[src/design/soc_pkg.sv]
package soc_pkg;

    // Bus widths
    localparam int ADDR_W = 32;
    localparam int DATA_W = 32;
    localparam int BE_W   = 4;

    // Window sizes as address bit counts
    localparam int RAM_WIN_W = 16;
    localparam int REG_WIN_W = 12;

    // Address map
    localparam logic [ADDR_W-1:0] RAM_BASE    = 32'h0000_0000;
    localparam logic [ADDR_W-1:0] GPIO_BASE   = 32'h1000_0000;
    localparam logic [ADDR_W-1:0] TICKER_BASE = 32'h1000_1000;

    localparam logic [DATA_W-1:0] UNMAPPED_DATA = 32'hDEAD_BEEF;

    // Register byte offsets inside a window
    localparam logic [REG_WIN_W-1:0] GPIO_OUT_OFS   = 12'h000;
    localparam logic [REG_WIN_W-1:0] GPIO_IN_OFS    = 12'h004;
    localparam logic [REG_WIN_W-1:0] TICK_COUNT_OFS = 12'h000;
    localparam logic [REG_WIN_W-1:0] TICK_CMP_OFS   = 12'h004;
    localparam logic [REG_WIN_W-1:0] TICK_CTRL_OFS  = 12'h008;

    typedef enum logic [1:0] {
        TGT_RAM,
        TGT_GPIO,
        TGT_TICKER,
        TGT_NONE
    } bus_target_e;

    typedef enum logic [1:0] {
        ARB_IDLE,
        ARB_IBUS_RD,
        ARB_DBUS_RD
    } arb_state_e;

    // Replace the enabled bytes of a register word
    function automatic logic [DATA_W-1:0] be_merge(input logic [DATA_W-1:0] old_word,
                                                   input logic [DATA_W-1:0] new_word,
                                                   input logic [BE_W-1:0]   be);
        logic [DATA_W-1:0] res;
        res = old_word;
        for (int b = 0; b < BE_W; b++) begin
            if (be[b]) begin
                res[8*b +: 8] = new_word[8*b +: 8];
            end
        end
        return res;
    endfunction

endpackage
[src/design/bus_if.sv]
`timescale 1ns/1ns

interface bus_if;
    import soc_pkg::*;

    logic [ADDR_W-1:0] address;
    logic [BE_W-1:0]   byteenable;
    logic [DATA_W-1:0] wrdata;
    logic              read;
    logic              write;
    logic [DATA_W-1:0] rddata;
    logic              stall;

    modport master (
        output address, byteenable, wrdata, read, write,
        input  rddata, stall
    );

    // RAM side can hold off the master
    modport ram_slave (
        input  address, byteenable, wrdata, read, write,
        output rddata, stall
    );

    // Register blocks answer in the request cycle
    modport reg_slave (
        input  address, byteenable, wrdata, read, write,
        output rddata
    );

endinterface

[src/design/ticker.sv]
`timescale 1ns/1ns

module ticker #(
    parameter int TICK_DIV = 4
) (
    input  logic     clk_i,
    input  logic     rst_n_i,
    bus_if.reg_slave bus,
    output logic     irq_o
);
    import soc_pkg::*;

    localparam int PRE_W = (TICK_DIV > 1) ? $clog2(TICK_DIV) : 1;

    logic [PRE_W-1:0]     pre_q;
    logic [DATA_W-1:0]    count_q;
    logic [DATA_W-1:0]    cmp_q;
    logic                 en_q;
    logic                 pend_q;
    logic [REG_WIN_W-1:0] ofs;
    logic                 tick;
    logic                 hit;
    logic                 wr_count;
    logic                 wr_cmp;
    logic                 wr_ctrl;

    assign ofs      = bus.address[REG_WIN_W-1:0];
    assign wr_count = bus.write && ofs == TICK_COUNT_OFS;
    assign wr_cmp   = bus.write && ofs == TICK_CMP_OFS;
    assign wr_ctrl  = bus.write && ofs == TICK_CTRL_OFS && bus.byteenable[0];

    // One increment every TICK_DIV cycles
    assign tick = en_q && (pre_q == PRE_W'(TICK_DIV - 1));
    assign hit  = tick && !wr_count && (count_q + 1'b1 == cmp_q);

    // ########################################################################
    // Counter, compare and control
    // ########################################################################

    always_ff @(posedge clk_i or negedge rst_n_i) begin
        if (!rst_n_i) begin
            pre_q   <= '0;
            count_q <= '0;
            cmp_q   <= '0;
            en_q    <= 1'b0;
            pend_q  <= 1'b0;
        end else begin
            if (!en_q || tick) begin
                pre_q <= '0;
            end else begin
                pre_q <= pre_q + 1'b1;
            end
            if (wr_count) begin
                count_q <= be_merge(count_q, bus.wrdata, bus.byteenable);
            end else if (tick) begin
                count_q <= count_q + 1'b1;
            end
            if (wr_cmp) begin
                cmp_q <= be_merge(cmp_q, bus.wrdata, bus.byteenable);
            end
            if (wr_ctrl) begin
                en_q <= bus.wrdata[0];
            end
            // A new match wins over a clear in the same cycle
            if (hit) begin
                pend_q <= 1'b1;
            end else if (wr_ctrl && bus.wrdata[1]) begin
                pend_q <= 1'b0;
            end
        end
    end

    always_comb begin
        bus.rddata = '0;
        if (bus.read) begin
            case (ofs)
                TICK_COUNT_OFS: bus.rddata = count_q;
                TICK_CMP_OFS:   bus.rddata = cmp_q;
                TICK_CTRL_OFS:  bus.rddata = {{(DATA_W-2){1'b0}}, pend_q, en_q};
                default:        bus.rddata = '0;
            endcase
        end
    end

    assign irq_o = pend_q;

endmodule

[src/flat_wrapper.sv]
// flat-port wrapper written by rule: the top's interface ports become plain ports
module ticker_flat import soc_pkg::*;
#(
    parameter int TICK_DIV = 4
)
  (clk_i, rst_n_i, irq_o, bus_address, bus_byteenable, bus_wrdata, bus_read, bus_write, bus_rddata);
  bus_if bus_i ();
  input  logic clk_i;
  input  logic rst_n_i;
  output logic irq_o;
  input wire logic [$bits(bus_i.address)-1:0] bus_address;
  input wire logic [$bits(bus_i.byteenable)-1:0] bus_byteenable;
  input wire logic [$bits(bus_i.wrdata)-1:0] bus_wrdata;
  input wire logic [$bits(bus_i.read)-1:0] bus_read;
  input wire logic [$bits(bus_i.write)-1:0] bus_write;
  output wire logic [$bits(bus_i.rddata)-1:0] bus_rddata;
  assign bus_i.address = bus_address;
  assign bus_i.byteenable = bus_byteenable;
  assign bus_i.wrdata = bus_wrdata;
  assign bus_i.read = bus_read;
  assign bus_i.write = bus_write;
  assign bus_rddata = bus_i.rddata;
  ticker #(.TICK_DIV(TICK_DIV)) u_core (.clk_i(clk_i), .rst_n_i(rst_n_i), .bus(bus_i), .irq_o(irq_o));
endmodule
[config.mk]
export PLATFORM = sky130hd
export DESIGN_NAME = ticker_flat
export DESIGN_NICKNAME = d
export VERILOG_FILES = /design/src/design/soc_pkg.sv /design/src/design/bus_if.sv /design/src/design/ticker.sv /design/src/flat_wrapper.sv
export SDC_FILE = /design/constraint.sdc
export NUM_CORES = 1
export LEC_CHECK = 0
export BUFFER_PORTS_ARGS = -buffer_cell sky130_fd_sc_hd__buf_2
export CORE_MARGIN = 4
export CORE_UTILIZATION = 30
export CTS_CLUSTER_SIZE = 30
export DETAILED_ROUTE_END_ITERATION = 12
export GPL_ROUTABILITY_DRIVEN = 0
export PLACE_DENSITY = 0.51
export SYNTH_ARGS = -nofsm -noshare
export SYNTH_HDL_FRONTEND = slang
export SYNTH_SLANG_ARGS = --single-unit
[constraint.sdc]
create_clock -name clk_i -period 3.2 [get_ports clk_i]
set_input_delay 0.48 -clock clk_i [delete_from_list [all_inputs] [get_ports clk_i]]
set_output_delay 0.48 -clock clk_i [all_outputs]
set_load 0.05 [all_outputs]
==> results.cfg <==
[clocking]
worstSkewPairLatency_ns = 0.34
root_buffer = clkbuf_16
cts_setup_buffers = 0
ctsHoldBuffers = 0
clockBufferDepth = 2
htreeDepth = 3
cts_tree = built
cts_buffers = 9
post_cts_resized = 0
clk_pin_slew_ns = 0.05
cts.sink_count = 68

[global_routing]
grt_overflow = 0
use_met2 = 0.2801
grt_usage = 0.1694
gr-usage-met3 = 0.02941
grt_pass1_vias = 4779
top_usage_layer = met2
grt_start_max_net_pins = 37
grt_util_met1 = 0.2227
antenna_found_initial = 0
grt_pass1_wl_um = 25020

[synthesis]
synth.net_count = 661
yosys.area_share.adder = 0.005039
synth-seq-cells = 68
synth_mux_area_frac = 0.1411
ys_async_sr_fraction = 1.000
syn_inst = 587
synth_compound_area_frac = 0.1356
synth_top_family_by_area = simple AND/OR/NAND/NOR gates
ys_seq_area_frac = 0.3427
synth_edf_count = 0
synth-simple-area-share = 0.2550
ys_types = 58
synth_warnings = 0
synth_area_per_cell_um2 = 8.460
synth-main-ff-cell = dfrtp_1
synth_xor_area_frac = 0.07760
netlist_area_um2 = 4966

[floorplanning]
die_x_um = 136.7
coreArea_um2 = 16060
ios = 105
die_h_um = 136.7
initial_core_util = 0.3093
dieArea_um2 = 18680
rows = 46

[route]
drc = 0
ant_nets = 0
routed_wl_um = 15430
wire_per_inst_um = 17.37
drtIter0Drc = 272
viasPerCell = 5.268
drt_first_pass_iters = 5
vias = 4678

[outcome]
status = completed

[critical_path]
required_ns = 2.72
crit_path_start = bus_address[1]
critPathKind = in2out
r2r-start = u_core.count_q[0]$_DFFE_PN0P_
critPathLaunchType = input pin
crit_top_cell = buf_2
max_stage_delay_ns = 0.54
cp.arrival_ns = 2.44
slowest_stage = or2_2
path_buf_inv = 2
crit_path_end_kind = output pin
critical_path.cell_chain = buf_2 -> nor4_1 -> and3_1 -> nand2_1 -> or2_2 -> nor2_1 -> buf_2
cp_max_fo = 30
cp_top_family = simple AND/OR/NAND/NOR gates

[sta]
skew_ns = 0.007097
timing_hold_violations_final = 0
setup_viol = 0
rsz0062_at_grt = no
fmax_ghz = 0.3424
layout_min_cycle_time_ns = 2.920
fin_tns_setup_ns = 0
worst_slack_ns = 0.2795
worstMarginPinSlew_ns = 0.8407
drv_slew = 0
slew_headroom = 0.4396
finalCritPeriodShare = 0.9127

[job]
max-cap-violations = 0

[placed_design]
placedCellCount = 873
hpwl_um = 11680
place_ws_ns = 0.2677
port_buffers = 84
dpl_cell_area_um2 = 5677

[pwr]
power.leakage_nw = 2.790
cellPowerDensity_nw_per_um2 = 318.9
peakVddDrop_mv = 0.2224

[finish]
postLayoutCellArea_um2 = 5947
area.growth.synth_to_final_pct = 19.75
antenna_cells = 0
instances_no_fill = 888
nNetsFinal = 742
drive_above_1_share = 0.2500

[worst_hold_path]
worstHoldPathType = in2async
-- per-layer routing --
metal	routed length [um]	vias up
li1	-	2269
met2	7349	137
met5	0	-
met4	342	0
met3	792	25
met1	6940	2247
-- cells by family (layout without fill, tap and decap cells) --
family	Yosys count	after routing
simple gates	247	247
xor+xnor	44	44
flops	68	68
fa+ha+maj	2	2
compound gates	111	111
mux	66	66
buf+inv	49	134
-- Yosys cell counts (16+ instances only) --
master     n  share of area
mux2i_1   34          0.069
xor2_1    16          0.028
dfrtp_1   68           0.34
nand3_1   30          0.030
o21ai_0   30          0.030
clkbuf_1  21          0.016
nor2_1    79          0.060
nand2_1   54          0.041
xnor2_1   28          0.049
mux2_2    32          0.073
a21oi_1   42          0.042
-- flip-flops by register name (all words and copies together), names as in the netlist --
signal	flops
u_core.cmp_q	32
u_core.count_q	32
u_core.en_q	1
u_core.irq_o	1
u_core.pre_q	2
-- cell type report --
| type | count | area, um2 |
|---|---|---|
| fill | 1669 | 10110 |
| multi-input combinational | 470 | 3050 |
| sequential | 68 | 1702 |
| timing repair buffer | 108 | 613.1 |
| tap | 216 | 270.3 |
| clock buffer | 13 | 260.3 |
| inverter | 11 | 41.29 |
| clock inverter | 2 | 10.01 |
-- metrics by stage --
| step | util | hold WS [ns] | power, W |
|---|---|---|---|
| after floorplan | - | 0.1844 | 0.0009139 |
| after global placement | 0.3535 | 0.4256 | 0.0009859 |
| after detailed placement | 0.3535 | 0.4405 | 0.0009867 |
| after CTS | 0.3703 | 0.2753 | 0.001916 |
| after global routing | 0.3703 | 0.3188 | 0.001958 |
| final | 0.3703 | 0.2440 | 0.001896 |
-- report_power, final --
group	switching (W)	internal, W	total (W)
logic	0.0000616	0.0000426	0.000104
registers	0.00000294	0.000863	0.000866
clock network	0.000367	0.000560	0.000927
total	0.000431	0.00147	0.00190
-- layout by cell type (no fill, tap or decap), types with 4 or more instances in the layout --
cell       count
dfrtp_1       68
clkbuf_16      9
buf_2         84
nand2_1       54
xor2_1        16
a21oi_1       42
nor2_1        79
and4_1         6
o22ai_1        5
mux2i_1       34
or4_1          5
nand4_1       12
o21ai_0       30
nor4_1         7
nand3_1       30
nor3b_1        5
a22oi_1        4
buf_4         23
inv_1         11
and3_1        11
mux2_2        32
xnor2_1       28
nor3_1        12
a211oi_1       8
nand2b_1       5
-- final timing paths --
kind	to	slack, ns	cells after the start
worst max-delay path	bus_rddata[25]	0.28	7
worst min register to register	u_core.pre_q[0]$_DFF_PN0_	0.45	1
max in group asynchronous	u_core.cmp_q[2]$_DFFE_PN0P_	2.29	2
worst max register to register	u_core.irq_o$_DFFE_PN0P_	0.30	8
worst min-delay path	u_core.cmp_q[20]$_DFFE_PN0P_	0.24	1
min in group clk_i	u_core.cmp_q[26]$_DFFE_PN0P_	0.38	2
(Power assumes the default switching activity.)
