$ cat src/design/soc_pkg.sv
package soc_pkg;

    // Bus widths
    localparam int ADDR_W = 32;
    localparam int DATA_W = 32;
    localparam int BE_W   = 4;

    // Window sizes as address bit counts
    localparam int RAM_WIN_W = 16;
    localparam int REG_WIN_W = 12;

    // Address map
    localparam logic [ADDR_W-1:0] RAM_BASE    = 32'h0000_0000;
    localparam logic [ADDR_W-1:0] GPIO_BASE   = 32'h1000_0000;
    localparam logic [ADDR_W-1:0] TICKER_BASE = 32'h1000_1000;

    localparam logic [DATA_W-1:0] UNMAPPED_DATA = 32'hDEAD_BEEF;

    // Register byte offsets inside a window
    localparam logic [REG_WIN_W-1:0] GPIO_OUT_OFS   = 12'h000;
    localparam logic [REG_WIN_W-1:0] GPIO_IN_OFS    = 12'h004;
    localparam logic [REG_WIN_W-1:0] TICK_COUNT_OFS = 12'h000;
    localparam logic [REG_WIN_W-1:0] TICK_CMP_OFS   = 12'h004;
    localparam logic [REG_WIN_W-1:0] TICK_CTRL_OFS  = 12'h008;

    typedef enum logic [1:0] {
        TGT_RAM,
        TGT_GPIO,
        TGT_TICKER,
        TGT_NONE
    } bus_target_e;

    typedef enum logic [1:0] {
        ARB_IDLE,
        ARB_IBUS_RD,
        ARB_DBUS_RD
    } arb_state_e;

    // Replace the enabled bytes of a register word
    function automatic logic [DATA_W-1:0] be_merge(input logic [DATA_W-1:0] old_word,
                                                   input logic [DATA_W-1:0] new_word,
                                                   input logic [BE_W-1:0]   be);
        logic [DATA_W-1:0] res;
        res = old_word;
        for (int b = 0; b < BE_W; b++) begin
            if (be[b]) begin
                res[8*b +: 8] = new_word[8*b +: 8];
            end
        end
        return res;
    endfunction

endpackage
$ cat src/design/bus_if.sv
`timescale 1ns/1ns

interface bus_if;
    import soc_pkg::*;

    logic [ADDR_W-1:0] address;
    logic [BE_W-1:0]   byteenable;
    logic [DATA_W-1:0] wrdata;
    logic              read;
    logic              write;
    logic [DATA_W-1:0] rddata;
    logic              stall;

    modport master (
        output address, byteenable, wrdata, read, write,
        input  rddata, stall
    );

    // RAM side can hold off the master
    modport ram_slave (
        input  address, byteenable, wrdata, read, write,
        output rddata, stall
    );

    // Register blocks answer in the request cycle
    modport reg_slave (
        input  address, byteenable, wrdata, read, write,
        output rddata
    );

endinterface

$ cat src/design/gpio_regs.sv
`timescale 1ns/1ns

module gpio_regs (
    input  logic                       clk_i,
    input  logic                       rst_n_i,
    bus_if.reg_slave                   bus,
    input  logic [soc_pkg::DATA_W-1:0] gpio_i,
    output logic [soc_pkg::DATA_W-1:0] gpio_o
);
    import soc_pkg::*;

    logic [DATA_W-1:0]    out_q;
    logic [DATA_W-1:0]    in_meta_q;
    logic [DATA_W-1:0]    in_sync_q;
    logic [REG_WIN_W-1:0] ofs;

    assign ofs = bus.address[REG_WIN_W-1:0];

    always_ff @(posedge clk_i or negedge rst_n_i) begin
        if (!rst_n_i) begin
            out_q     <= '0;
            in_meta_q <= '0;
            in_sync_q <= '0;
        end else begin
            // Two flops before the pins become visible
            in_meta_q <= gpio_i;
            in_sync_q <= in_meta_q;
            if (bus.write && ofs == GPIO_OUT_OFS) begin
                out_q <= be_merge(out_q, bus.wrdata, bus.byteenable);
            end
        end
    end

    always_comb begin
        bus.rddata = '0;
        if (bus.read) begin
            case (ofs)
                GPIO_OUT_OFS: bus.rddata = out_q;
                GPIO_IN_OFS:  bus.rddata = in_sync_q;
                default:      bus.rddata = '0;
            endcase
        end
    end

    assign gpio_o = out_q;

endmodule

$ cat src/flat_wrapper.sv
// flat-port wrapper written by rule: the top's interface ports become plain ports
module gpio_regs_flat import soc_pkg::*;
  (clk_i, rst_n_i, gpio_i, gpio_o, bus_address, bus_byteenable, bus_wrdata, bus_read, bus_write, bus_rddata);
  bus_if bus_i ();
  input  logic clk_i;
  input  logic rst_n_i;
  input  logic [soc_pkg::DATA_W-1:0] gpio_i;
  output logic [soc_pkg::DATA_W-1:0] gpio_o;
  input wire logic [$bits(bus_i.address)-1:0] bus_address;
  input wire logic [$bits(bus_i.byteenable)-1:0] bus_byteenable;
  input wire logic [$bits(bus_i.wrdata)-1:0] bus_wrdata;
  input wire logic [$bits(bus_i.read)-1:0] bus_read;
  input wire logic [$bits(bus_i.write)-1:0] bus_write;
  output wire logic [$bits(bus_i.rddata)-1:0] bus_rddata;
  assign bus_i.address = bus_address;
  assign bus_i.byteenable = bus_byteenable;
  assign bus_i.wrdata = bus_wrdata;
  assign bus_i.read = bus_read;
  assign bus_i.write = bus_write;
  assign bus_rddata = bus_i.rddata;
  gpio_regs u_core (.clk_i(clk_i), .rst_n_i(rst_n_i), .bus(bus_i), .gpio_i(gpio_i), .gpio_o(gpio_o));
endmodule
$ cat config.mk
export PLATFORM = sky130hd
export DESIGN_NAME = gpio_regs_flat
export DESIGN_NICKNAME = d
export VERILOG_FILES = /design/src/design/soc_pkg.sv /design/src/design/bus_if.sv /design/src/design/gpio_regs.sv /design/src/flat_wrapper.sv
export SDC_FILE = /design/constraint.sdc
export NUM_CORES = 1
export LEC_CHECK = 0
export BUFFER_PORTS_ARGS = -buffer_cell sky130_fd_sc_hd__buf_2
export CORE_ASPECT_RATIO = 0.6
export CORE_MARGIN = 5
export CORE_UTILIZATION = 49
export DETAILED_ROUTE_END_ITERATION = 10
export PLACE_DENSITY = 0.94
export SYNTH_ARGS = -nofsm -noshare
export SYNTH_HDL_FRONTEND = slang
export SYNTH_SLANG_ARGS = --single-unit
$ cat constraint.sdc
create_clock -name clk_i -period 3.7 [get_ports clk_i]
set_input_delay 0.74 -clock clk_i [delete_from_list [all_inputs] [get_ports clk_i]]
set_output_delay 0.74 -clock clk_i [all_outputs]
set_load 0.02 [all_outputs]
==> out/qor.csv, run 1 <==
stage,metric,value,unit
outcome,outcome,finished clean,
cells_and_area,# nets final,471,
clock_tree,CTS tree,built,
sta,setup violators final,0,
worst_setup_path,CP startpoint kind,primary input,
place,IO buf count,147,
synthesis,share of the synthesized area in the top cell type,69.2,%
synthesis,synth warn,0,
clock_tree,clk sink count,96,
worst_setup_path,"Data required, critical path",2.96,ns
synthesis,Compound-Gate Fraction of Synth Area,0,%
clock_tree,CTS Buffer Depth,2,
worst_setup_path,critical path arrival,2.64,ns
synthesis,cells after synthesis,216,
floorplan,Die Y-Extent,75.2,microns
floorplan,Initial Util,51.1,%
synthesis,post-synthesis mux area share,19.6,%
synthesis,syn_area_per_cell,16.1,sq um
synthesis,largest family of logic cells by synthesized area,multiplexers,
pwr,PD cells,453,mW/mm^2
clock_tree,CTS buffer count,9,
sta,min Tclk post-route,3.38,ns
floorplan,DIE AREA,0.00892,sq mm
synthesis,adder-cell share of the synthesized area,0,%
synthesis,most used flip-flop cell after synthesis,dfrtp_1,
routing,drt drc,0,
worst_setup_path,critical path peak fanout,32,
sta,final setup TNS,0,ns
synthesis,Synth Register Bits,96,
clock_tree,Max H-tree Level,3,
routing,via count,2213,
place,DP HPWL,5.59,mm
synthesis,simple-gate share of the synthesized area,8.76,%
sta,Final Hold Slack,0.345,ns
clock_tree,Setup Buffers After CTS,0,
synthesis,main area contributors after synthesis,"dfrtp_1 69%, mux2_2 10%, mux2i_1 9.2%",
routing,via density per instance,4.82,
sta,fmax,296,MHz
cells_and_area,n_diodes,0,
clock_tree,root buffer cell,clkbuf_16,
min_path,Tightest Hold Check Type,reg2reg,
routing,initial drt markers,74,
routing,remaining antenna violation count,0,
synthesis,Synth area leader,dfrtp_1,
sta,Final Max Tran Viols,0,
global_routing,vias in the first global route,2370,
synthesis,synthesized net count,320,
cells_and_area,layout cell share with drive strength beyond 1,58.6,%
global_routing,initial antenna violation count,0,
worst_setup_path,worst setup path endpoint,bus_rddata[1],
synthesis,Netlist cell types,14,
place,Cells after DPL,443,
synthesis,Synth Cell Area,0.00347,sq mm
worst_setup_path,R2R depth,1,
global_routing,largest net degree at the start of global routing,72,
synthesis,"EDFF count, synth",0,
pwr,Max rail drop VDD,0.367,mV
clock_tree,post_cts resized,0,
routing,DRT Pass-1 Iters,3,
clock_tree,"Reg clk slew, reported paths",0.06,ns
sta,Worst-Margin Slew,1.02,ns
flow_run,# Max-Cap Violations,0,
synthesis,register area share after synthesis,69.2,%
clock_tree,Post-CTS Hold Buffers,0,
floorplan,Die W,119,microns
routing,Final Routed Wirelength,7.47,mm
sta,Final period util,91.2,%
sta,Clock Skew,0.00315,ns
global_routing,total grt overflow,0,
global_routing,first-pass GRT wire length,12.1,mm
worst_setup_path,worst setup path class,in2out,
floorplan,Core ar.,0.00679,sq mm
synthesis,Commonest cells post-synth,"96 x dfrtp_1, 32 x mux2_2, 32 x mux2i_1",
sta,Rel. slew slack,31.9,%
cells_and_area,Area Overhead vs Synth,31.3,%
synthesis,async set-or-reset flop fraction in the synthesized netlist,100,%
worst_setup_path,"reg-to-reg slack, setup",2.90,ns
global_routing,Total GRT Usage,17.9,%
worst_setup_path,Critical Path Start,bus_address[10],
sta,RSZ-0062 raised after global routing,false,
synthesis,top-count cell post-synth,dfrtp_1,
worst_setup_path,worst r2r src,u_core.gpio_o[15],
cells_and_area,Util after Layout,67.1,%
routing,WL per Instance,16.3,microns
pwr,Static Leak,2.47,nW
worst_setup_path,Reg-to-Reg End,u_core.gpio_o[15],
floorplan,# IOs,168,
cells_and_area,non-filler instance count after layout,459,
clock_tree,worst-skew pair later-pin latency,0.33,ns
sta,Fin. Hold Viols,0,
floorplan,row cnt,23,
place,Final GP Congestion,0.761,
synthesis,Post-Synth XOR/XNOR Area,0,%
worst_setup_path,CP endpoint kind,output pin,
[sequential cells by signal, summed over array words and instances (netlist names)]
signal,count
u_core.in_sync_q,32
u_core.in_meta_q,32
u_core.gpio_o,32
[where the power goes]
| group | leakage, nW | total, W | internal, W | switching (W) |
|---|---|---|---|---|
| clock | 0.132 | 0.000862 | 0.000480 | 0.000381 |
| sequential | 1.19 | 0.00110 | 0.00109 | 0.0000105 |
| combinational | 1.14 | 0.000104 | 0.0000504 | 0.0000537 |
[cell families after synthesis]
family / Yosys count
multiplexers: 64
AND/OR/NAND/NOR: 44
flip-flops: 96
buffers and inverters: 12
[worst min-delay path by stage]
stage,to,from,depth (start not counted)
floorplan,u_core.in_sync_q[0],u_core.in_meta_q[0],0
global placement,u_core.in_sync_q[7],u_core.in_meta_q[7],0
detailed placement,u_core.in_sync_q[19],u_core.in_meta_q[19],0
CTS,u_core.in_sync_q[19],u_core.in_meta_q[19],0
global route,u_core.in_sync_q[22],u_core.in_meta_q[22],0
finish,u_core.in_sync_q[23],u_core.in_meta_q[23],0
[placed cells by master (no fill, tap or decap), drive strengths merged]
cell type,n
buf,151
clkbuf,10
clkinvlp,3
dfrtp,96
inv,4
mux2,32
mux2i,32
nand3b,4
nor2,32
nor4,4
or3,1
or4,3
[layer usage]
layer / up-vias / GRT usage (%) / wire length [microns]
met5: - / 0 / 0
met4: 0 / 5.13 / 63
met3: 6 / 8.63 / 781
met2: 98 / 29.5 / 3460
met1: 1070 / 21.5 / 3160
li1: 1039 / - / -
[critical path, stage by stage]
cell    delay (ns)
buf_2         0.10
or4_4         0.61
or4_4         0.79
nor2_2        0.19
buf_2         0.19
[layout make-up]
cell class / count / area (sq um)
Inverter: 1 / 3.75
Timing Repair Buffer: 151 / 768
Clock buffer: 10 / 239
Sequential cell: 96 / 2400
Tap cell: 87 / 109
Multi-Input combinational cell: 108 / 985
Fill cell: 486 / 2240
Clock inverter: 6 / 48.8
[per-stage QoR]
stage | cell area [sq um] | total power (W) | setup WS (ns)
3_5_place_dp | 4270 | 0.00122 | 0.319
2_1_floorplan | 3470 | 0.00115 | 0.475
3_3_place_gp | 4270 | 0.00122 | 0.330
6_report | 4560 | 0.00206 | 0.325
5_1_grt | 4560 | 0.00214 | 0.262
4_1_cts | 4560 | 0.00209 | 0.314
No activity file was read; power rests on OpenSTA's default activity.
==> run 2, diff against run 1 <==
--- a/config.mk
+++ b/config.mk
@@ -5,6 +5,7 @@
 export SDC_FILE = /design/constraint.sdc
 export NUM_CORES = 1
 export LEC_CHECK = 0
+export ABC_AREA = 1
 export BUFFER_PORTS_ARGS = -buffer_cell sky130_fd_sc_hd__buf_2
 export CORE_ASPECT_RATIO = 0.6
 export CORE_MARGIN = 5
==> run 2 against run 1 <==
  * Clock power rose by 16%
  * Area after synthesis increased by 0.22%
  * Fmax rose by 19%
  * Non-clock buffer count increased by 2
==> out/qor.csv, run 2 <==
stage,metric,value,unit,change
outcome,outcome,finished clean,,
clock_tree,"Reg clk slew, reported paths",0.06,ns,about the same
clock_tree,CTS tree,built,,
place,Cells after DPL,555,,+25%
sta,fin worst setup slack,0.867,ns,+0.543 ns
place,Final GP Congestion,0.792,,+4.2%
synthesis,"EDFF count, synth",0,,unchanged
sta,min Tclk post-route,2.83,ns,-0.543 ns
clock_tree,post_cts resized,0,,unchanged
synthesis,most used flip-flop cell after synthesis,dfrtp_1,,
routing,via density per instance,5.12,,+6.2%
place,IO buf count,147,,unchanged
min_path,hold path depth,0,,unchanged
place,DP HPWL,6.58,mm,+18%
floorplan,Initial Util,51.2,%,+0.11 points
synthesis,async set-or-reset flop fraction in the synthesized netlist,100,%,unchanged
pwr,Max rail drop VDD,0.338,mV,-7.9%
sta,Final Max Tran Viols,0,,unchanged
clock_tree,Post-CTS Hold Buffers,0,,unchanged
sta,Clock Skew,0.00505,ns,+0.00190 ns
sta,Worst-Margin Slew,1.17,ns,+0.146 ns
cells_and_area,Area Overhead vs Synth,33.7,%,
pwr,PD cells,470,mW/mm^2,+3.8%
synthesis,Synth area leader,dfrtp_1,,
global_routing,Total GRT Usage,21.6,%,+3.8 points
flow_run,# Max-Cap Violations,0,,unchanged
floorplan,Core ar.,0.00679,sq mm,unchanged
pwr,Static Leak,2.46,nW,-0.42%
sta,Rel. slew slack,22.2,%,-9.7 points
min_path,Hold Path Sink,u_core.in_sync_q[0],,
pwr,Overall Power,0.00218,W,+6.0%
synthesis,register area share after synthesis,69.1,%,-0.15 points
routing,initial drt markers,188,,+150%
sta,Final Hold Slack,0.341,ns,-0.00400 ns
floorplan,row cnt,23,,unchanged
global_routing,largest net degree at the start of global routing,97,,+35%
synthesis,synthesized net count,435,,+36%
clock_tree,worst-skew pair later-pin latency,0.33,ns,about the same
synthesis,Synth Register Bits,96,,unchanged
global_routing,total grt overflow,0,,unchanged
global_routing,initial antenna violation count,0,,unchanged
worst_setup_path,critical path peak fanout,32,,unchanged
routing,DRT Pass-1 Iters,4,,+1
worst_setup_path,CP startpoint kind,primary input,,
cells_and_area,"most common cell after layout, fill and taps aside",buf_2,,
clock_tree,Max H-tree Level,3,,unchanged
worst_setup_path,"Data required, critical path",2.96,ns,about the same
synthesis,synth warn,0,,unchanged
worst_setup_path,worst setup path class,in2out,,
global_routing,first-pass GRT wire length,14.7,mm,+22%
place,dpl ws,0.863,ns,+0.545 ns
worst_setup_path,CP endpoint kind,output pin,,
cells_and_area,"commonest non-fill, non-tap cells in the layout","146 x buf_2, 99 x nand2_1, 96 x dfrtp_1",,
sta,setup violators final,0,,unchanged
cells_and_area,n_diodes,0,,unchanged
synthesis,Synth Cell Area,0.00348,sq mm,+0.22%
clock_tree,root buffer cell,clkbuf_16,,
sta,Final period util,76.6,%,-15 points
clock_tree,CTS buffer count,9,,unchanged
floorplan,DIE AREA,0.00894,sq mm,+0.19%
synthesis,cells after synthesis,331,,+53%
sta,Fin. Hold Viols,0,,unchanged
sta,final setup TNS,0,ns,unchanged
floorplan,# IOs,168,,unchanged
synthesis,share of the synthesized area in the top cell type,69.1,%,-0.15 points
synthesis,top-count cell post-synth,nand2_1,,
worst_setup_path,worst r2r src,u_core.gpio_o[0],,
synthesis,syn_area_per_cell,10.5,sq um,-35%
sta,RSZ-0062 raised after global routing,false,,
global_routing,vias in the first global route,2951,,+25%
routing,Final Routed Wirelength,9.27,mm,+24%
routing,WL per Instance,16.2,microns,-0.20%
worst_setup_path,Reg-to-Reg End,u_core.gpio_o[0],,
floorplan,Die W,119,microns,about the same
min_path,min-delay src,u_core.in_meta_q[0],,
routing,remaining antenna violation count,0,,unchanged
worst_setup_path,"reg-to-reg slack, setup",2.97,ns,+0.07 ns
sta,fmax,353,MHz,+19%
cells_and_area,layout cell share with drive strength beyond 1,36.2,%,-22 points
synthesis,Commonest cells post-synth,"99 x nand2_1, 96 x dfrtp_1, 64 x nand3_1",,
clock_tree,Setup Buffers After CTS,0,,unchanged
worst_setup_path,critical path arrival,2.09,ns,-0.55 ns
min_path,Tightest Hold Check Type,reg2reg,,
synthesis,Netlist cell types,14,,unchanged
routing,via count,2925,,+32%
floorplan,Die Y-Extent,75.3,microns,about the same
cells_and_area,# nets final,583,,+24%
clock_tree,CTS Buffer Depth,2,,unchanged
worst_setup_path,R2R depth,2,,+1
cells_and_area,non-filler instance count after layout,571,,+24%
routing,drt drc,0,,unchanged
synthesis,main area contributors after synthesis,"dfrtp_1 69%, nand2_1 11%, nand3_1 9.2%",,
clock_tree,clk sink count,96,,unchanged
-- run 2: cell types whose count changed in the layout (fill, tap and decap cells not counted), sizes merged, moves of 22 or more --
cell,before,now
nand2,0,99
nand3,0,65
a21oi,0,32
mux2,32,0
mux2i,32,0
nor2,32,10
-- run 2: per-stage QoR --
| stage | area, sq um | util (%) |
|---|---|---|
| 2_1_floorplan | 3480 | - |
| 3_3_place_gp | 4320 | 63.5 |
| 3_5_place_dp | 4320 | 63.5 |
| 6_report | 4650 | 68.5 |
| 4_1_cts | 4650 | 68.5 |
| 5_1_grt | 4650 | 68.5 |
-- run 2: worst max-delay path by stage --
stage,slack (ns),end,startpoint,cells past startpoint
final,0.87,bus_rddata[8],bus_address[0],8
after global routing,0.71,bus_rddata[8],bus_address[9],8
after CTS,0.86,bus_rddata[8],bus_address[0],8
after detailed placement,0.86,bus_rddata[8],bus_address[0],8
after global placement,0.93,bus_rddata[13],bus_address[0],8
after floorplan,1.03,bus_rddata[11],bus_address[3],5
-- run 2: cell families after synthesis --
| kind of cell | synth area share (%) |
|---|---|
| flops | 69.1 |
| simple gates | 23.7 |
| buf+inv | 2.66 |
| compound gates | 4.60 |
-- run 2: critical path, stage by stage --
cell     delay [ns]
buf_2          0.10
inv_1          0.04
nand2_1        0.13
nor3b_4        0.19
buf_4          0.35
nand3_1        0.15
a21oi_1        0.19
buf_2          0.19
-- run 2: cell type report --
cell class,count,area (sq um)
fillers,504,2140
multi-input cells,212,995
flip-flops and latches,96,2400
clock buffers,14,274
clock inverters,2,60.1
well taps,87,109
repair buffers,153,783
inverters,7,26.3
-- run 2: where the power goes --
part	total, W	leakage, nW	internal, W	switching [W]
clock network	0.000998	0.163	0.000648	0.000350
logic	0.0000902	1.10	0.0000363	0.0000539
registers	0.00110	1.19	0.00109	0.0000106
-- run 2: layer usage --
layer / GRT usage (%) / vias to the layer above / wire, microns
met3: 7.58 / 9 / 966
met4: 5.78 / 0 / 79
met5: 0 / - / 0
met2: 36.2 / 168 / 4450
li1: - / 1385 / -
met1: 27.6 / 1363 / 3780
