==> src/design/soc_pkg.sv <==
package soc_pkg;

    // Bus widths
    localparam int ADDR_W = 32;
    localparam int DATA_W = 32;
    localparam int BE_W   = 4;

    // Window sizes as address bit counts
    localparam int RAM_WIN_W = 16;
    localparam int REG_WIN_W = 12;

    // Address map
    localparam logic [ADDR_W-1:0] RAM_BASE    = 32'h0000_0000;
    localparam logic [ADDR_W-1:0] GPIO_BASE   = 32'h1000_0000;
    localparam logic [ADDR_W-1:0] TICKER_BASE = 32'h1000_1000;

    localparam logic [DATA_W-1:0] UNMAPPED_DATA = 32'hDEAD_BEEF;

    // Register byte offsets inside a window
    localparam logic [REG_WIN_W-1:0] GPIO_OUT_OFS   = 12'h000;
    localparam logic [REG_WIN_W-1:0] GPIO_IN_OFS    = 12'h004;
    localparam logic [REG_WIN_W-1:0] TICK_COUNT_OFS = 12'h000;
    localparam logic [REG_WIN_W-1:0] TICK_CMP_OFS   = 12'h004;
    localparam logic [REG_WIN_W-1:0] TICK_CTRL_OFS  = 12'h008;

    typedef enum logic [1:0] {
        TGT_RAM,
        TGT_GPIO,
        TGT_TICKER,
        TGT_NONE
    } bus_target_e;

    typedef enum logic [1:0] {
        ARB_IDLE,
        ARB_IBUS_RD,
        ARB_DBUS_RD
    } arb_state_e;

    // Replace the enabled bytes of a register word
    function automatic logic [DATA_W-1:0] be_merge(input logic [DATA_W-1:0] old_word,
                                                   input logic [DATA_W-1:0] new_word,
                                                   input logic [BE_W-1:0]   be);
        logic [DATA_W-1:0] res;
        res = old_word;
        for (int b = 0; b < BE_W; b++) begin
            if (be[b]) begin
                res[8*b +: 8] = new_word[8*b +: 8];
            end
        end
        return res;
    endfunction

endpackage
==> src/design/bus_if.sv <==
`timescale 1ns/1ns

interface bus_if;
    import soc_pkg::*;

    logic [ADDR_W-1:0] address;
    logic [BE_W-1:0]   byteenable;
    logic [DATA_W-1:0] wrdata;
    logic              read;
    logic              write;
    logic [DATA_W-1:0] rddata;
    logic              stall;

    modport master (
        output address, byteenable, wrdata, read, write,
        input  rddata, stall
    );

    // RAM side can hold off the master
    modport ram_slave (
        input  address, byteenable, wrdata, read, write,
        output rddata, stall
    );

    // Register blocks answer in the request cycle
    modport reg_slave (
        input  address, byteenable, wrdata, read, write,
        output rddata
    );

endinterface

==> src/design/dbus_decoder.sv <==
`timescale 1ns/1ns

module dbus_decoder (
    input  logic [soc_pkg::ADDR_W-1:0] dbus_address_i,
    input  logic [soc_pkg::BE_W-1:0]   dbus_byteenable_i,
    input  logic [soc_pkg::DATA_W-1:0] dbus_wrdata_i,
    input  logic                       dbus_read_i,
    input  logic                       dbus_write_i,
    output logic [soc_pkg::DATA_W-1:0] dbus_rddata_o,
    output logic                       dbus_stall_o,
    bus_if.master                      ram_bus,
    bus_if.master                      gpio_bus,
    bus_if.master                      tick_bus
);
    import soc_pkg::*;

    bus_target_e tgt;
    logic        hit_ram;
    logic        hit_gpio;
    logic        hit_ticker;

    // ########################################################################
    // Address decode
    // ########################################################################

    assign hit_ram    = dbus_address_i[ADDR_W-1:RAM_WIN_W] ==
                        RAM_BASE[ADDR_W-1:RAM_WIN_W];
    assign hit_gpio   = dbus_address_i[ADDR_W-1:REG_WIN_W] ==
                        GPIO_BASE[ADDR_W-1:REG_WIN_W];
    assign hit_ticker = dbus_address_i[ADDR_W-1:REG_WIN_W] ==
                        TICKER_BASE[ADDR_W-1:REG_WIN_W];

    always_comb begin
        if (hit_ram) begin
            tgt = TGT_RAM;
        end else if (hit_gpio) begin
            tgt = TGT_GPIO;
        end else if (hit_ticker) begin
            tgt = TGT_TICKER;
        end else begin
            tgt = TGT_NONE;
        end
    end

    // ########################################################################
    // Request steering
    // ########################################################################

    // Payload goes everywhere, only the selected target sees a strobe
    assign ram_bus.address    = ADDR_W'(dbus_address_i[RAM_WIN_W-1:0]);
    assign ram_bus.byteenable = dbus_byteenable_i;
    assign ram_bus.wrdata     = dbus_wrdata_i;
    assign ram_bus.read       = dbus_read_i && (tgt == TGT_RAM);
    assign ram_bus.write      = dbus_write_i && (tgt == TGT_RAM);

    assign gpio_bus.address    = ADDR_W'(dbus_address_i[REG_WIN_W-1:0]);
    assign gpio_bus.byteenable = dbus_byteenable_i;
    assign gpio_bus.wrdata     = dbus_wrdata_i;
    assign gpio_bus.read       = dbus_read_i && (tgt == TGT_GPIO);
    assign gpio_bus.write      = dbus_write_i && (tgt == TGT_GPIO);

    assign tick_bus.address    = ADDR_W'(dbus_address_i[REG_WIN_W-1:0]);
    assign tick_bus.byteenable = dbus_byteenable_i;
    assign tick_bus.wrdata     = dbus_wrdata_i;
    assign tick_bus.read       = dbus_read_i && (tgt == TGT_TICKER);
    assign tick_bus.write      = dbus_write_i && (tgt == TGT_TICKER);

    // ########################################################################
    // Response return
    // ########################################################################

    always_comb begin
        case (tgt)
            TGT_RAM:    dbus_rddata_o = ram_bus.rddata;
            TGT_GPIO:   dbus_rddata_o = gpio_bus.rddata;
            TGT_TICKER: dbus_rddata_o = tick_bus.rddata;
            default:    dbus_rddata_o = UNMAPPED_DATA;
        endcase
    end

    // Only the RAM can hold off the CPU
    assign dbus_stall_o = (tgt == TGT_RAM) ? ram_bus.stall : 1'b0;

endmodule

==> src/flat_wrapper.sv <==
// flat-port wrapper written by rule: the top's interface ports become plain ports
module dbus_decoder_flat import soc_pkg::*;
  (dbus_address_i, dbus_byteenable_i, dbus_wrdata_i, dbus_read_i, dbus_write_i, dbus_rddata_o, dbus_stall_o, ram_bus_address, ram_bus_byteenable, ram_bus_wrdata, ram_bus_read, ram_bus_write, ram_bus_rddata, ram_bus_stall, gpio_bus_address, gpio_bus_byteenable, gpio_bus_wrdata, gpio_bus_read, gpio_bus_write, gpio_bus_rddata, gpio_bus_stall, tick_bus_address, tick_bus_byteenable, tick_bus_wrdata, tick_bus_read, tick_bus_write, tick_bus_rddata, tick_bus_stall);
  bus_if ram_bus_i ();
  bus_if gpio_bus_i ();
  bus_if tick_bus_i ();
  input  logic [soc_pkg::ADDR_W-1:0] dbus_address_i;
  input  logic [soc_pkg::BE_W-1:0] dbus_byteenable_i;
  input  logic [soc_pkg::DATA_W-1:0] dbus_wrdata_i;
  input  logic dbus_read_i;
  input  logic dbus_write_i;
  output logic [soc_pkg::DATA_W-1:0] dbus_rddata_o;
  output logic dbus_stall_o;
  output wire logic [$bits(ram_bus_i.address)-1:0] ram_bus_address;
  output wire logic [$bits(ram_bus_i.byteenable)-1:0] ram_bus_byteenable;
  output wire logic [$bits(ram_bus_i.wrdata)-1:0] ram_bus_wrdata;
  output wire logic [$bits(ram_bus_i.read)-1:0] ram_bus_read;
  output wire logic [$bits(ram_bus_i.write)-1:0] ram_bus_write;
  input wire logic [$bits(ram_bus_i.rddata)-1:0] ram_bus_rddata;
  input wire logic [$bits(ram_bus_i.stall)-1:0] ram_bus_stall;
  output wire logic [$bits(gpio_bus_i.address)-1:0] gpio_bus_address;
  output wire logic [$bits(gpio_bus_i.byteenable)-1:0] gpio_bus_byteenable;
  output wire logic [$bits(gpio_bus_i.wrdata)-1:0] gpio_bus_wrdata;
  output wire logic [$bits(gpio_bus_i.read)-1:0] gpio_bus_read;
  output wire logic [$bits(gpio_bus_i.write)-1:0] gpio_bus_write;
  input wire logic [$bits(gpio_bus_i.rddata)-1:0] gpio_bus_rddata;
  input wire logic [$bits(gpio_bus_i.stall)-1:0] gpio_bus_stall;
  output wire logic [$bits(tick_bus_i.address)-1:0] tick_bus_address;
  output wire logic [$bits(tick_bus_i.byteenable)-1:0] tick_bus_byteenable;
  output wire logic [$bits(tick_bus_i.wrdata)-1:0] tick_bus_wrdata;
  output wire logic [$bits(tick_bus_i.read)-1:0] tick_bus_read;
  output wire logic [$bits(tick_bus_i.write)-1:0] tick_bus_write;
  input wire logic [$bits(tick_bus_i.rddata)-1:0] tick_bus_rddata;
  input wire logic [$bits(tick_bus_i.stall)-1:0] tick_bus_stall;
  assign ram_bus_address = ram_bus_i.address;
  assign ram_bus_byteenable = ram_bus_i.byteenable;
  assign ram_bus_wrdata = ram_bus_i.wrdata;
  assign ram_bus_read = ram_bus_i.read;
  assign ram_bus_write = ram_bus_i.write;
  assign ram_bus_i.rddata = ram_bus_rddata;
  assign ram_bus_i.stall = ram_bus_stall;
  assign gpio_bus_address = gpio_bus_i.address;
  assign gpio_bus_byteenable = gpio_bus_i.byteenable;
  assign gpio_bus_wrdata = gpio_bus_i.wrdata;
  assign gpio_bus_read = gpio_bus_i.read;
  assign gpio_bus_write = gpio_bus_i.write;
  assign gpio_bus_i.rddata = gpio_bus_rddata;
  assign gpio_bus_i.stall = gpio_bus_stall;
  assign tick_bus_address = tick_bus_i.address;
  assign tick_bus_byteenable = tick_bus_i.byteenable;
  assign tick_bus_wrdata = tick_bus_i.wrdata;
  assign tick_bus_read = tick_bus_i.read;
  assign tick_bus_write = tick_bus_i.write;
  assign tick_bus_i.rddata = tick_bus_rddata;
  assign tick_bus_i.stall = tick_bus_stall;
  dbus_decoder u_core (.dbus_address_i(dbus_address_i), .dbus_byteenable_i(dbus_byteenable_i), .dbus_wrdata_i(dbus_wrdata_i), .dbus_read_i(dbus_read_i), .dbus_write_i(dbus_write_i), .dbus_rddata_o(dbus_rddata_o), .dbus_stall_o(dbus_stall_o), .ram_bus(ram_bus_i), .gpio_bus(gpio_bus_i), .tick_bus(tick_bus_i));
endmodule
==> config.mk <==
export PLATFORM = sky130hd
export DESIGN_NAME = dbus_decoder_flat
export DESIGN_NICKNAME = d
export VERILOG_FILES = /design/src/design/soc_pkg.sv /design/src/design/bus_if.sv /design/src/design/dbus_decoder.sv /design/src/flat_wrapper.sv
export SDC_FILE = /design/constraint.sdc
export NUM_CORES = 1
export LEC_CHECK = 0
export ABC_AREA = 0
export BUFFER_PORTS_ARGS = -buffer_cell sky130_fd_sc_hd__buf_2
export CORE_AREA = 2 2 162 164
export DETAILED_ROUTE_END_ITERATION = 8
export DIE_AREA = 0 0 164 166
export GPL_TIMING_DRIVEN = 0
export PLACE_DENSITY = 0.49
export SLEW_MARGIN = 30
export SYNTH_ARGS = -nofsm -noshare
export SYNTH_HDL_FRONTEND = slang
export SYNTH_SLANG_ARGS = --single-unit
==> constraint.sdc <==
create_clock -name vclk -period 1.8
set_clock_uncertainty 0.2 [all_clocks]
set_input_delay 0.36 -clock vclk [all_inputs]
set_output_delay 0.36 -clock vclk [all_outputs]
set_load 0.05 [all_outputs]
==> summary.txt, run 1 <==
Place
  – Weighted congestion reported at the end of routability-driven placement: 0.766
  – Post-place instance area: approximately 0.0048 mm²
  – Port Buffers: 306
  – DP Cell Count: 1064
  – Post-DP HPWL: 11.3 mm

Synthesis
  – Yosys top cell area share: 62.2%
  – Area of the mapped netlist: 0.00249 mm²
  – Cells after Synth: approximately 370
  – Yosys synthesis warning count: 0
  – Cell type with the largest total area after synthesis: sky130_fd_sc_hd__buf_4
  – Mean cell area of the mapped netlist: 6.76 µm²
  – Synth cell types: 21
  – Leading cell types by total area after synthesis: sky130_fd_sc_hd__buf_4, sky130_fd_sc_hd__a211o_1, sky130_fd_sc_hd__a21oi_1, sky130_fd_sc_hd__nor2_1, sky130_fd_sc_hd__nand2_1
  – Fraction of the yosys area taken by sequential cells: 0%

GRT
  – Via count of the first global-routing pass: between 3000 and 4000
  – GRT Overall Usage: a little under a tenth
  – Number of antenna violations at the first check in global routing: 0
  – Wire length of the first global-routing pass: 18.7 mm
  – Pin count of the biggest net entering global routing: 11
  – Final global-route overflow total: 0

STA
  – Total negative setup slack: -16.47 ns
  – Final Cycle Share: 127%
  – Minimum clock period after layout: 2.29 ns
  – Hold WS: 0.821 ns
  – Max-slew violation total from the final report: 0
  – Maximum clock rate: 437 MHz
  – Setup repair after global routing missed its margin: true
  – Final setup vio count: 39
  – Fin. Hold Viols: 0
  – Worst setup margin: -0.490 ns

Drt
  – Total Routed Length: around 14 mm
  – Initial DRC count: slightly above 70
  – Iteration count of the initial detailed-routing pass: 5
  – Final routed DRC violation total: 0
  – Vias per cell: 3.16
  – Detail-routed net length per standard cell: 12.7 µm
  – Vias: 3402
  – Remaining number of nets flagged by the antenna check after routing: 0

Finish
  – Utilization after layout: 22.6%
  – Final Instance Area: 0.00579 mm²
  – Signed area change from the synthesized netlist to the final layout: 133%
  – Total of clock buffers placed in the layout: 0
  – Antenna diodes: 0
  – Number of inserted filler cells in the final layout: 2835
  – Fraction of layout cells with a size suffix above 1: roughly 80%
  – Non-Filler Instances: 1078
  – Register area: 0 µm²
  – Most common cell after layout, fill and taps aside: sky130_fd_sc_hd__buf_2
  – Seq Cell Count: 0
  – Final-stage net count: 914
  – Commonest non-fill, non-tap cells in the layout: sky130_fd_sc_hd__buf_2, sky130_fd_sc_hd__buf_4, sky130_fd_sc_hd__conb_1

Critical path
  – Arrival time at the worst endpoint: between 1.5 and 2 ns
  – CP max stage delay: ~0.28 ns
  – Critical path endpoint category: output port
  – Critical path, cell by cell: buf_6, nor4_4, nand4_1, buf_12, clkbuf_16, a211o_4, buf_8
  – Crit path max fanout: 7
  – Required time at the worst-slack endpoint: 1.24 ns
  – Start point of the critical path: dbus_address_i[26]
  – Worst setup path end: dbus_rddata_o[6]
  – Critical path launch point type: primary input
  – Crit. path cell count: 7
  – Critical path class: in -> out
  – Cell family with most CP delay: buffers and inverters
  – Critical-path top delay cell: sky130_fd_sc_hd__nor4_4
  – CP Buf/Inv Count: 4

Outcome
  – Failing checks: setup timing
  – Outcome: finished with violations

Die
  – Die Span X: ~160 µm
  – Core footprint: about 0.026 mm²
  – Std cell rows: 59
  – Die Outline Area: approximately 0.027 mm²
  – Starting Density: 9.71%
  – I/O pin count: 412
  – Die Y: about 170 µm

Power
  – Ratio of total power to cell area: ~300 mW/mm²
  – Leak Pwr: 3.11 nW
  – Maximum VDD drop: 0.120 mV

Job
  – Max-cap viol count: 0

Worst hold path
  – Class of the most critical hold timing path: in -> out
[per-stage QoR]
stage	setup WS, ns	total power [mW]
3_3_place_gp	-1.08	1.67
4_1_cts	-0.484	1.73
6_report	-0.490	1.74
3_5_place_dp	-1.13	1.68
2_1_floorplan	-0.369	1.35
5_1_grt	-0.561	1.82
[metal layers]
layer	routed length, µm	track usage, %	vias to the layer above
met3	1030	0.649	7
li1	-	-	1697
met2	7590	19.2	230
met1	4980	9.80	1468
met4	133	0.496	0
met5	0	0	-
[power by group]
part | internal [mW] | leakage (nW) | switching, mW | total [mW]
combinational | 0.578 | 3.11 | 1.16 | 1.74
sequential | 0 | 0 | 0 | 0
clock | 0 | 0 | 0 | 0
total | 0.578 | 3.11 | 1.16 | 1.74
[area by class of cell]
cell class / instances / area (µm²) / area share [%]
multi-input combinational: 202 / 1460 / 25.3
timing repair buffer: 320 / 2150 / 37.2
buffer: 221 / 1750 / 30.3
tap: 335 / 419 / 7.24
[cells in the mapped netlist, types with 3 or more instances]
cell type and n:
sky130_fd_sc_hd__buf_2 6, sky130_fd_sc_hd__buf_1 3, sky130_fd_sc_hd__buf_4 206, sky130_fd_sc_hd__nor4_1 3, sky130_fd_sc_hd__nor2_1 29, sky130_fd_sc_hd__nand2b_1 3, sky130_fd_sc_hd__a21oi_1 32, sky130_fd_sc_hd__mux2_2 5
sky130_fd_sc_hd__and4_1 3, sky130_fd_sc_hd__o21ai_0 3, sky130_fd_sc_hd__nor3b_2 3, sky130_fd_sc_hd__clkbuf_1 5, sky130_fd_sc_hd__and3_1 5, sky130_fd_sc_hd__nor2b_1 9, sky130_fd_sc_hd__a211o_1 24, sky130_fd_sc_hd__nand2_1 24
[logic make-up (layout without fill, tap and decap cells)]
group           Yosys count  in the layout  share of synthesized area [%]
compound gates           59             59                           15.5
mux                       5              5                           2.26
other cells               1             56                          0.151
buf+inv                 221            541                           65.1
simple gates             82             82                           17.0
[timing repair]
item / 4_1_cts / 5_1_grt
hold buffers: 0 / 0
pin swaps: 10 / 5
buffers inserted: 8 / 1
cloned: 4 / 1
resized for setup: 171 / 20
setup endpoints to repair: 39 / 39
[worst min-delay path by stage]
stage                  startpoint                    to  slack [ns]  cells after the start
2_1_floorplan   dbus_address_i[0]   gpio_bus_address[0]        0.69                      1
3_3_place_gp    dbus_wrdata_i[26]    ram_bus_wrdata[26]        0.82                      2
3_5_place_dp    dbus_wrdata_i[27]   gpio_bus_wrdata[27]        0.82                      2
4_1_cts        dbus_address_i[10]  tick_bus_address[10]        0.82                      2
5_1_grt         dbus_wrdata_i[28]   tick_bus_wrdata[28]        0.82                      2
6_report       dbus_address_i[10]  tick_bus_address[10]        0.82                      2
No activity file was read; power rests on OpenSTA's default activity.
==> inputs of run 2 (changes only) <==
--- a/config.mk
+++ b/config.mk
@@ -6,7 +6,7 @@
 export NUM_CORES = 1
 export LEC_CHECK = 0
 export ABC_AREA = 0
-export BUFFER_PORTS_ARGS = -buffer_cell sky130_fd_sc_hd__buf_2
+export BUFFER_PORTS_ARGS = -buffer_cell sky130_fd_sc_hd__clkbuf_2
 export CORE_AREA = 2 2 162 164
 export DETAILED_ROUTE_END_ITERATION = 8
 export DIE_AREA = 0 0 164 166
==> summary.txt, run 2 (same netlist as run 1, synthesis figures left out) <==
Outcome
  – Outcome: finished with violations (unchanged)
  – Failing checks: setup timing (unchanged)

Critical path
  – CP max stage delay: 0.29 ns (was 0.28 ns)
  – Arrival time at the worst endpoint: 1.71 ns (was 1.73 ns)
  – CP Buf/Inv Count: 4 (unchanged)
  – Critical-path top delay cell: sky130_fd_sc_hd__a211o_4 (was sky130_fd_sc_hd__nor4_4)
  – Critical path class: in -> out (unchanged)
  – Critical path, cell by cell: clkbuf_2, nor4_4, nand4_1, buf_6, clkbuf_16, a211o_4, buf_8 (was buf_6, nor4_4, nand4_1, buf_12, clkbuf_16, a211o_4, buf_8)
  – Cell family with most CP delay: buffers and inverters (unchanged)
  – Crit path max fanout: 6 (was 7)
  – Critical path launch point type: primary input (unchanged)
  – Start point of the critical path: dbus_address_i[17] (was dbus_address_i[26])
  – Critical path endpoint category: output port (unchanged)
  – Required time at the worst-slack endpoint: 1.24 ns (about the same)

Power
  – Maximum VDD drop: 0.165 mV (was 0.120 mV)
  – Power share of the sequential group: 0% (about the same)
  – Leak Pwr: 3.19 nW (was 3.11 nW)
  – Net Sw Frac: 67.3% (was 66.7%)
  – Total power: 1.72 mW (was 1.74 mW)
  – Share of total power in combinational logic: 100.0% (about the same)
  – Internal Power: 0.564 mW (was 0.578 mW)
  – Ratio of total power to cell area: 297 mW/mm² (was 300 mW/mm²)
  – Clock power frac: 0% (about the same)
  – Power dissipated by switching net loads: 1.16 mW (about the same)

Die
  – Die Span X: 164 µm (unchanged)
  – Starting Density: 9.71% (unchanged)
  – Die Y: 166 µm (unchanged)
  – I/O pin count: 412 (unchanged)
  – Std cell rows: 59 (unchanged)
  – Core footprint: 0.0256 mm² (unchanged)
  – Die Outline Area: 0.0272 mm² (unchanged)

Place
  – Post-place instance area: 0.00484 mm² (unchanged)
  – Weighted congestion reported at the end of routability-driven placement: 0.769 (was 0.766)
  – DP Cell Count: 1064 (unchanged)
  – Port Buffers: 306 (unchanged)
  – Post-DP HPWL: 11.3 mm (about the same)
  – Setup Slack @ Placement: -1.11 ns (was -1.13 ns)

STA
  – Hold WS: 0.847 ns (was 0.821 ns)
  – Setup repair after global routing missed its margin: true (unchanged)
  – Worst setup margin: -0.470 ns (was -0.490 ns)
  – Minimum clock period after layout: 2.27 ns (was 2.29 ns)
  – Final setup vio count: 39 (unchanged)
  – Maximum clock rate: 441 MHz (was 437 MHz)
  – Fin. Hold Viols: 0 (unchanged)
  – Final Cycle Share: 126% (was 127%)
  – Total negative setup slack: -15.46 ns (was -16.47 ns)
  – Max-slew violation total from the final report: 0 (unchanged)

Drt
  – Iteration count of the initial detailed-routing pass: 4 (was 5)
  – Remaining number of nets flagged by the antenna check after routing: 0 (unchanged)
  – Final routed DRC violation total: 0 (unchanged)
  – Total Routed Length: 13.7 mm (about the same)
  – Initial DRC count: 47 (was 71)
  – Vias: 3375 (was 3402)
  – Vias per cell: 3.14 (was 3.16)
  – Detail-routed net length per standard cell: 12.7 µm (about the same)

Worst hold path
  – Launch point of the worst hold path: dbus_wrdata_i[26] (was dbus_address_i[10])
  – Class of the most critical hold timing path: in -> out (unchanged)

Finish
  – Utilization after layout: 22.6% (about the same)
  – Commonest non-fill, non-tap cells in the layout: sky130_fd_sc_hd__clkbuf_2, sky130_fd_sc_hd__buf_4, sky130_fd_sc_hd__conb_1 (was sky130_fd_sc_hd__buf_2, sky130_fd_sc_hd__buf_4, sky130_fd_sc_hd__conb_1)
  – Most common cell after layout, fill and taps aside: sky130_fd_sc_hd__clkbuf_2 (was sky130_fd_sc_hd__buf_2)
  – Non-Filler Instances: 1075 (was 1078)
  – Final-stage net count: 911 (was 914)
  – Signed area change from the synthesized netlist to the final layout: 133% (about the same)
  – Total of clock buffers placed in the layout: 0 (unchanged)
  – Antenna diodes: 0 (unchanged)
  – Register area: 0 µm² (unchanged)
  – Fraction of layout cells with a size suffix above 1: 79.9% (was 80.1%)
  – Final Instance Area: 0.00579 mm² (about the same)
  – Seq Cell Count: 0 (unchanged)

GRT
  – Via count of the first global-routing pass: 3208 (was 3316)
  – Number of antenna violations at the first check in global routing: 0 (unchanged)
  – GRT Overall Usage: 8.62% (was 9.03%)
  – Final global-route overflow total: 0 (unchanged)
  – Wire length of the first global-routing pass: 17.9 mm (was 18.7 mm)
  – Pin count of the biggest net entering global routing: 11 (unchanged)

Job
  – Max-cap viol count: 0 (unchanged)

Clock network
  – Count of hold buffers inserted by post-cts repair: 0 (unchanged)
## run 2: path summary, 6_finish.rpt
kind | end | slack, ns | cells past startpoint
worst min-delay path | gpio_bus_wrdata[26] | 0.85 | 2
worst max-delay path | dbus_rddata_o[19] | -0.47 | 7
## run 2: power groups by stage
stage	clock network [mW]	registers (mW)	logic, mW
floorplan	0	0	1.35
global placement	0	0	1.68
detailed placement	0	0	1.68
CTS	0	0	1.70
global route	0	0	1.81
finish	0	0	1.72
## run 2: routing by layer
layer	vias up	GRT usage [%]	share of wire [%]
met3	0	1.05	7.7
met2	221	19.0	57
met5	-	0	0
met1	1468	8.74	35
met4	0	0.0763	0
li1	1686	-	-
## run 2: repair_timing
| action | CTS | global route |
|---|---|---|
| buffers inserted | 7 | 0 |
| gates resized for setup | 128 | 59 |
| endpoints found under the setup margin | 39 | 39 |
| gates cloned | 0 | 4 |
| pin swaps | 2 | 11 |
## run 2: area by class of cell
cell class                      count  area, µm²
Buffer                            221       1750
Fill cell                        2837      19800
Multi-Input combinational cell    202       1410
Tap cell                          335        419
Timing Repair Buffer              317       2210
